**config.mk**
```make
export PLATFORM = sky130hd
export DESIGN_NAME = md_collect
export DESIGN_NICKNAME = d
export VERILOG_FILES = /design/src/hw/fmd_pkg.sv /design/src/hw/md_collect.sv
export VERILOG_INCLUDE_DIRS = /design/src /design/src/hw
export SDC_FILE = /design/constraint.sdc
export NUM_CORES = 1
export LEC_CHECK = 0
export ABC_CLOCK_PERIOD_IN_PS = 1900
export BUFFER_PORTS_ARGS = -buffer_cell sky130_fd_sc_hd__buf_2
export CAP_MARGIN = 20
export CORE_AREA = 2 2 123 125
export DETAILED_ROUTE_END_ITERATION = 10
export DIE_AREA = 0 0 125 127
export GPL_ROUTABILITY_DRIVEN = 0
export GPL_TIMING_DRIVEN = 0
export SLEW_MARGIN = 20
export SYNTH_ARGS = -nofsm -noshare
export SYNTH_HDL_FRONTEND = slang
export SYNTH_SLANG_ARGS = --single-unit
```
**constraint.sdc**
```tcl
create_clock -name vclk -period 1.9
set_input_delay 0.38 -clock vclk [all_inputs]
set_output_delay 0.38 -clock vclk [all_outputs]
set_load 0.01 [all_outputs]
```
**src/hw/fmd_macros.svh**
```systemverilog
`ifndef FMD_MACROS_SVH
`define FMD_MACROS_SVH

// significand width, hidden bit included.
`define MD_SIG_W 53

// result width, 56 result bits and a sticky bit.
`define MD_FQ_W 57

// number of lanes, 2 to 8.
`define MD_LANES 4

`define MD_TAG_W 4

// newton-raphson rounds for single and double precision.
`define MD_NR_SP 2
`define MD_NR_DP 3

`endif

```
**src/hw/fmd_pkg.sv**
```systemverilog
`default_nettype none
`include "fmd_macros.svh"

package fmd_pkg;

    typedef enum logic [0:0] {
        OP_MUL = 1'b0,
        OP_DIV = 1'b1
    } md_op_e;

    typedef enum logic [2:0] {
        S_IDLE,
        S_MUL,
        S_SEED,
        S_NR_A,  // t = b*x.
        S_NR_B,  // x = x*(2 - t).
        S_QUOT,
        S_CORR,
        S_DONE
    } lane_state_e;

    typedef struct packed {
        md_op_e                op;
        logic                  db;   // double precision.
        logic [`MD_SIG_W-1:0]  fa;
        logic [`MD_SIG_W-1:0]  fb;
        logic [`MD_TAG_W-1:0]  tag;
    } md_req_t;

    typedef struct packed {
        logic [`MD_FQ_W-1:0]   fq;
        logic [`MD_TAG_W-1:0]  tag;
    } md_rsp_t;

endpackage

`default_nettype wire

```
**src/hw/md_collect.sv**
```systemverilog
`timescale 1ns/1ps
`default_nettype none
`include "fmd_macros.svh"

module md_collect import fmd_pkg::*; (
    input  wire logic [`MD_LANES-1:0] lane_done,
    input  wire md_rsp_t              lane_rsp [`MD_LANES],
    output logic      [`MD_LANES-1:0] lane_ack,
    output logic                      rsp_valid,
    output md_rsp_t                   rsp
);

    localparam int N = `MD_LANES;

    // fixed priority, lane 0 first.
    assign lane_ack  = lane_done & (~lane_done + N'(1));
    assign rsp_valid = |lane_done;

    always_comb begin
        rsp = '0;
        for (int i = 0; i < N; i++) begin
            if (lane_ack[i]) begin
                rsp = lane_rsp[i];
            end
        end
    end

endmodule

`default_nettype wire

```
-- After elaboration in Yosys (flattened, before gate mapping)
Cells that the tools add are included.
- register bits: 0
- output and inout port bits: 66
- logic and storage cells: 8
- add/subtract/negate cells: 1
- multiplexer cells: 4
- bitwise operators: 2
- reduce and logical (&&, ||, !) cells: 1
- operator list (operator ; number):
    2-to-1 mux 61 bit ; 4
    adder 4 x 1 -> 4 bit (second input constant) ; 1
    bitwise AND 4 bit ; 1
    NOT 4 bit ; 1
    OR reduction 4 bit ; 1

-- Logic depth before layout (Yosys ltp)
- depth after elaboration: 7
- depth in mapped cells: 6

-- Least setup slack after synthesis
No wires, ideal clock.
- kind: input-to-output
- start: input port lane_done[0]
- end: output port rsp[10] in the netlist's numbering
- arrival time: 1.408 ns
- data required time: 1.520 ns
- setup slack: 0.112 ns
- stages on the path: 5
- buffers on the path: 3
- path through: buf_4 buf_2 clkbuf_1 a211oi_1 o31ai_1
- RTL lines (item ; RTL line ; text):
    start: declaration ; md_collect.sv:6 ; input wire logic [`MD_LANES-1:0] lane_done,
    end: declaration ; md_collect.sv:10 ; output md_rsp_t rsp

==> impl_results.md <==
* Antenna violation net count after detailed routing at 0
* Drt via density at 4.53
* Rel. slew slack at 0.706
* DRC Markers at 0
* Critical Path AT at 1.65 ns
* Vias after detailed routing at 3886
* Period utilization at 1.07
* Count leader, synth: nor2b_1
* Power Dens Cells at 223 nW/um^2
* Ys Warns at 0
* Initial antenna violation count at 0
* Largest net degree at the start of global routing at 11
* DRT Wirelength at 13200 um
* Share of the synthesized area in the top cell type at 0.224
* Kind of critical path: in -> out
* Ports at 314
* Final Util at 0.318
* # nets final at 924
* Row count at 44
* Number of global-route vias before repair at 3815
* Placed Area at 3840 um^2
* Die area at 15900 um^2
* Setup WS pre-CTS at -0.751 ns
* Unrepaired setup endpoints after global routing: true
* Cells after Synth at 353
* Initial core utilization at 0.142
* Layout cells sized above 1 at 0.660
* Commonest cells post-synth: 63 x nor2b_1, 61 x a211oi_1, 61 x nand2_1, 61 x nor2_1, 61 x o31ai_1
* Crit path capture type: primary output
* Reg area at 0 um^2
* Sequential element share of the synthesized area at 0
* Ant diodes at 0
* First-pass DRT Iterations at 4
* Synth unique cells at 13
* Setup_tns at -2.95 ns
* # clk buffers at 0
* Port bufs at 313
* Synth area leaders: a211oi_1 22%, o31ai_1 22%, nor2b_1 19%, nand2_1 11%, nor2_1 11%
* Max frequency at 0.492 GHz
* Peak supply drop at 0.0821 mV
* Final setup margin at -0.131 ns
* Fin. max-slew vios at 0
* Fin crit period at 2.03 ns
* Hold WC Path Type: in -> out
* Syn_nets at 601
* Worst-path fanout max at 10
* Synth area leader: a211oi_1
* Overflow after GRT at 0
* Drt wl/cell at 15.4 um
* Post-route cell area at 4590 um^2
* First-pass GRT wire length at 19400 um
* Tightest Pin Transition at 0.438 ns
* Sequential cell count at 0
* Core Footprint at 14400 um^2
* Final Hold Vio Count at 0
* CP required at 1.52 ns
* Count of final setup violators at 61
* All-Layer GR Usage at 0.146
* Failing checks: setup timing
* DRT iter0 DRCs at 133
* Chip Width at 125 um
* CP startpoint kind: input pin
* Max-cap violations at 0
* Synthesized area at 2050 um^2
* Area delta synth->final at 124%
* Die outline height at 127 um
* Syn_area_per_cell at 5.80 um^2
* Post-DP HPWL at 10400 um
* Status: complete, but fails checks
* Leak Pwr at 2.22 nW
==> kinds of logic (layout without fill, tap and decap cells) <==
group | count (synthesis) | count (layout) | synth area share
AOI/OAI and AO/OA | 122 | 122 | 0.447
and+or+nand+nor | 188 | 188 | 0.436
buffers and inverters | 43 | 364 | 0.117
==> layout by cell type, fill, tap and decap left out <==
| master | netlist | layout |
|---|---|---|
| buf_2 | 15 | 311 |
| nor2b_1 | 63 | 62 |
| a211oi_1 | 61 | 55 |
| nor2_1 | 61 | 44 |
| nand2_1 | 61 | 30 |
| o31ai_1 | 61 | 29 |
| o31ai_2 | 0 | 22 |
| nand2_2 | 0 | 19 |
| nor2_2 | 0 | 17 |
| buf_6 | 7 | 16 |
| buf_8 | 0 | 12 |
| nand2_4 | 0 | 12 |
| clkbuf_2 | 0 | 11 |
| o31ai_4 | 0 | 10 |
| clkbuf_1 | 18 | 6 |
| a211oi_2 | 0 | 6 |
| buf_4 | 2 | 3 |
| buf_12 | 0 | 2 |
| or3b_1 | 1 | 1 |
| inv_1 | 1 | 1 |
| nor4b_4 | 1 | 1 |
| nor2b_2 | 0 | 1 |
| clkbuf_4 | 0 | 1 |
| or4_1 | 1 | 1 |
| clkbuf_16 | 0 | 1 |
==> routing by layer <==
metal  part of all wire  global-route usage  up-vias
met2               0.51               0.268      198
met4              0.012              0.0170        0
met1               0.41               0.188     1760
li1                   -                   -     1918
met3              0.071              0.0184       10
met5                  0                   0        -
==> layout make-up <==
class | count | area (um^2)
plain buffers | 42 | 402
inverters | 1 | 3.75
well taps | 184 | 230
multi-input cells | 310 | 2270
fillers | 1586 | 9830
repair buffers | 321 | 1690
==> where the power goes <==
group	switching (W)	internal, W
Sequential	0	0
Combinational	0.000498	0.000525
Clock	0	0
==> critical path, cell delays in order <==
cell      delay, ns
buf_2          0.13
nor2b_2        0.16
buf_8          0.16
buf_8          0.15
a211oi_1       0.40
o31ai_4        0.11
buf_2          0.15
==> worst paths after layout <==
kind	start	endpoint	slack, ns	depth (start not counted)
worst max-delay path	lane_done[2]	rsp[47]	-0.13	7
worst min-delay path	lane_done[0]	lane_ack[0]	0.95	2
==> through the flow <==
| stage | hold WS [ns] | total power (W) | instances |
|---|---|---|---|
| floorplan | 0.852 | 0.000388 | 353 |
| global placement | 0.947 | 0.000856 | 850 |
| detailed placement | 0.947 | 0.000861 | 850 |
| CTS | 0.947 | 0.000942 | 859 |
| global route | 0.947 | 0.00111 | 858 |
| finish | 0.945 | 0.00102 | 858 |
==> repair_timing <==
action	in CTS	in global routing
cloned	2	1
hold buffers	0	0
endpoints found under the setup margin	64	61
setup buffers	7	0
pin swaps	24	21
resized for setup	95	82
(Power assumes the default switching activity.)
