==> src/hw/fmd_macros.svh <==
`ifndef FMD_MACROS_SVH
`define FMD_MACROS_SVH

// significand width, hidden bit included.
`define MD_SIG_W 53

// result width, 56 result bits and a sticky bit.
`define MD_FQ_W 57

// number of lanes, 2 to 8.
`define MD_LANES 4

`define MD_TAG_W 4

// newton-raphson rounds for single and double precision.
`define MD_NR_SP 2
`define MD_NR_DP 3

`endif

==> src/hw/fmd_pkg.sv <==
`default_nettype none
`include "fmd_macros.svh"

package fmd_pkg;

    typedef enum logic [0:0] {
        OP_MUL = 1'b0,
        OP_DIV = 1'b1
    } md_op_e;

    typedef enum logic [2:0] {
        S_IDLE,
        S_MUL,
        S_SEED,
        S_NR_A,  // t = b*x.
        S_NR_B,  // x = x*(2 - t).
        S_QUOT,
        S_CORR,
        S_DONE
    } lane_state_e;

    typedef struct packed {
        md_op_e                op;
        logic                  db;   // double precision.
        logic [`MD_SIG_W-1:0]  fa;
        logic [`MD_SIG_W-1:0]  fb;
        logic [`MD_TAG_W-1:0]  tag;
    } md_req_t;

    typedef struct packed {
        logic [`MD_FQ_W-1:0]   fq;
        logic [`MD_TAG_W-1:0]  tag;
    } md_rsp_t;

endpackage

`default_nettype wire

==> src/hw/md_dispatch.sv <==
`timescale 1ns/1ps
`default_nettype none
`include "fmd_macros.svh"

module md_dispatch import fmd_pkg::*; (
    input  wire logic                 req_valid,
    input  wire md_req_t              req,
    input  wire logic [`MD_LANES-1:0] lane_idle,
    output logic      [`MD_LANES-1:0] lane_start,
    output md_req_t                   lane_req,
    output logic                      busy
);

    localparam int N = `MD_LANES;

    logic [N-1:0] lowest;

    // lowest set bit of the idle vector.
    assign lowest = lane_idle & (~lane_idle + N'(1));

    assign lane_start = req_valid ? lowest : '0;

    // every lane gets the request, only the started one keeps it.
    assign lane_req = req;

    // a lane being started this cycle no longer counts as idle.
    assign busy = ~|(lane_idle & ~lane_start);

endmodule

`default_nettype wire

==> config.mk <==
export PLATFORM = sky130hd
export DESIGN_NAME = md_dispatch
export DESIGN_NICKNAME = d
export VERILOG_FILES = /design/src/hw/fmd_pkg.sv /design/src/hw/md_dispatch.sv
export VERILOG_INCLUDE_DIRS = /design/src /design/src/hw
export SDC_FILE = /design/constraint.sdc
export NUM_CORES = 1
export LEC_CHECK = 0
export BUFFER_PORTS_ARGS = -buffer_cell sky130_fd_sc_hd__buf_2
export CAP_MARGIN = 15
export CORE_AREA = 2 2 92 94
export DETAILED_ROUTE_END_ITERATION = 12
export DIE_AREA = 0 0 94 96
export PLACE_DENSITY = 0.59
export SKIP_LAST_GASP = 1
export SLEW_MARGIN = 20
export SYNTH_ARGS = -nofsm -noshare
export SYNTH_HDL_FRONTEND = slang
export SYNTH_SLANG_ARGS = --single-unit
==> constraint.sdc <==
create_clock -name vclk -period 0.8
set_clock_uncertainty 0.05 [all_clocks]
set_input_delay 0.16 -clock vclk [all_inputs]
set_output_delay 0.16 -clock vclk [all_outputs]
set_load 0.1 [all_outputs]
== Word level (Yosys, flattened, before mapping) ==
Cells that the tools add are included.
Word-level totals
  output and inout port bits: 117
  register bits after elaboration: 0
  input port bits: 117
Operators by class
  bitwise logic cells: 4
  muxes and demuxes: 1
  reduce and logical (&&, ||, !) cells: 2
  add/subtract/negate cells: 1
Operators with widths (number)
  AND 4 bit: 2
  inverter 4 bit: 2
  adder 4 x 1 -> 4 bit (second input constant): 1
  2-to-1 mux 4 bit: 1
  OR reduction 4 bit: 1
  logical NOT 1 bit: 1

== Logic depth before layout (Yosys ltp) ==
  depth in word-level cells: 8
  depth in mapped cells: 3
  gate-level depth less buffers: 3

== Worst setup path before layout ==
OpenSTA, ideal clock, no wires.
  kind: input to output
  from: in lane_idle[0]
  to: out lane_start[2]
  buffers on the path: 0
  stages: 1
  arrival: 3.285 ns
  slack: -2.695 ns
  cell sequence: nor4b_1
On the way
  cells in the longest elaborated chain, start to end: 4
Ends and longest elaborated chain
  from (decl): line md_dispatch.sv:8  | input wire logic [`MD_LANES-1:0] lane_idle,
  inverter 4 bit: line md_dispatch.sv:19  | assign lowest = lane_idle & (~lane_idle + N'(1));
  adder 4 x 1 -> 4 bit: line md_dispatch.sv:19
  AND 4 bit: line md_dispatch.sv:19
  2-to-1 mux 4 bit: line md_dispatch.sv:21  | assign lane_start = req_valid ? lowest : '0;
  to (decl): line md_dispatch.sv:9  | output logic [`MD_LANES-1:0] lane_start,
No other way between the ends.

== Final worst setup path ==
  from: in req_valid
  to: out busy
On the way
  cells in the longest elaborated chain, start to end: 5
Ends and longest elaborated chain
  from (decl): line md_dispatch.sv:6  | input wire logic req_valid,
  2-to-1 mux 4 bit: line md_dispatch.sv:21
  inverter 4 bit: line md_dispatch.sv:27  | assign busy = ~|(lane_idle & ~lane_start);
  AND 4 bit: line md_dispatch.sv:27
  OR reduction 4 bit: line md_dispatch.sv:27
  logical NOT 1 bit: line md_dispatch.sv:27
  to (decl): line md_dispatch.sv:11  | output logic busy
No other way between the ends.

==> flow_metrics.py <==
metrics = {
    "layout": {
        "ff_latch_area_um2": 0,
        "area_delta_synth_final_pct": -49.2,
        "final_common_cell": "buf_12",
        "drive_above_1_share": 0.917,
        "insertedDiodeCount": 0,
        "mostFrequentLayoutCells": "buf_12 (6), buf_4 (4), buf_2 (3)",
        "clockBufferCount": 0,
        "design.seq.count": 0,
        "final_nets": 143,
    },
    "pwr": {
        "vdd_drop_max_mv": 0.113,
        "p_total_mw": 0.245,
        "power.leakage_nw": 0.138,
        "power_switching_mw": 0.138,
        "power_frac_clock": 0,
        "p_int_mw": 0.108,
        "sw_frac_of_total": 0.561,
        "power.density_nw_per_um2": 527,
        "power_frac_seq": 0,
        "combinationalPowerShare": 1.000,
    },
    "setup_path": {
        "critical_path.cell_chain": "buf_8 -> inv_12 -> maj3_2 -> o31ai_4 -> buf_12",
        "critPathMaxFanout": 3,
        "slowest_delay_ns": 0.32,
        "critical_path_arrival_ns": 1.03,
        "critical_path_required_ns": 0.59,
        "cp_top_family": "buffers and inverters",
        "crit_buf_inv": 3,
        "crit_type": "in2out",
        "cp-start-kind": "primary input",
        "crit_path_end_kind": "primary output",
        "slowest_stage": "maj3_2",
    },
    "route": {
        "drc": 0,
        "drt_pre_antenna_iters": 3,
        "num_vias": 304,
        "final_antenna_net_count": 0,
        "drtIter0Drc": 1,
        "drt-vias-per-instance": 2.36,
        "wl_um": 2220,
        "wl_per_cell_um": 17.2,
    },
    "placed_design": {
        "place_ws_ns": -0.573,
        "hpwl_um": 1920,
        "portBuffers": 10,
        "place.gp.congestion": 0.716,
    },
    "die": {
        "io_pins": 234,
        "die_w_um": 94,
        "fp.dieH_um": 96,
        "core_area_um2": 8050,
        "rows": 33,
        "initial_core_util": 0.114,
        "dieArea_um2": 9020,
    },
    "synth": {
        "synthMuxAreaShare": 0,
        "syn_inst": 121,
        "syn_avg_cell_area_um2": 7.57,
        "synthSimpleGateAreaFrac": 0.0396,
        "synth_fa_ha_area_frac": 0.0123,
        "synth_compound_area_frac": 0.0260,
        "ys_seq_area_frac": 0,
        "yosysWarnings": 0,
        "ys_types": 10,
        "netlist_area_um2": 916,
        "syn_nets": 238,
        "synth_top_family_by_area": "buffers and inverters",
        "synth_xor_area_frac": 0,
    },
    "global_route": {
        "grt_pass1_vias": 366,
        "grt_max_degree": 6,
        "grt_use_total": 0.0438,
        "grt_overflow": 0,
        "grt_pass1_wl_um": 2750,
        "antenna_found_initial": 0,
    },
    "outcome": {
        "violations": "negative setup slack",
        "status": "complete, but fails checks",
    },
    "timing": {
        "max_freq_mhz": 805,
        "layout_min_cycle_time_ns": 1.24,
        "worst-slew-pin-transition_ns": 0.265,
        "period_share": 1.55,
        "fin_ws_ns": -0.442,
        "max-slew-margin-rel": 0.822,
        "rsz0062_at_grt": "yes",
        "drv_slew": 0,
        "fin_hold_ws_ns": 0.270,
        "hold_viol_final": 0,
        "setup_viol": 5,
    },
    "hold_path": {
        "hold_class": "in2out",
    },
    "clock_tree": {
        "cts_hold_buf": 0,
    },
    "job": {
        "cap_viol_max_count": 0,
    },
}
-- per-layer routing --
layer	track usage	wire length [um]
met5	0	0
met3	0.0689	817
met4	0.0930	488
met2	0.0452	717
met1	0.0122	199
-- final timing paths --
check	from	to	slack, ns	cells after the start
hold / removal	req[31]	lane_req[31]	0.27	0
setup / recovery	req_valid	busy	-0.44	5
-- Yosys cell counts --
master    count  area [um2]
nor3b_1       1        7.51
nor4b_1       1        8.76
o31ai_2       1        12.5
a2111o_1      1        11.3
and2_2        1        7.51
nand2b_1      1        6.26
maj3_2        1        11.3
buf_4       112         841
inv_2         1        3.75
nor4_1        1        6.26
-- stage by stage --
step	cells	util	instance area, um2	setup TNS (ns)
finish	129	0.0578	465	-1.53
global route	129	0.0578	465	-1.70
CTS	129	0.0578	465	-1.57
detailed placement	129	0.0553	445	-1.87
global placement	129	0.0553	445	-1.84
floorplan	121	-	980	-2.56
-- cell families after synthesis --
logic type | count (synthesis)
fa+ha+maj | 1
buf+inv | 113
compound gates | 2
simple gates | 5
-- power by group through the flow --
stage          sequential (mW)  clock, mW  combinational (mW)
2_1_floorplan                0          0                2.76
5_1_grt                      0          0               0.255
3_5_place_dp                 0          0               0.237
4_1_cts                      0          0               0.248
3_3_place_gp                 0          0               0.235
6_report                     0          0               0.245
-- area by class of cell --
type	count	area, um2
inverters	1	16.3
well taps	105	131
repair buffers	15	195
multi-input cells	8	123
fillers	945	7590
-- repair_timing --
| action | in CTS | in global routing |
|---|---|---|
| gates resized for setup | 6 | 0 |
| setup buffers | 0 | 0 |
| pin swaps | 2 | 0 |
| endpoints found under the hold margin | 0 | 0 |
| endpoints found under the setup margin | 5 | 5 |
(Power assumes the default switching activity.)
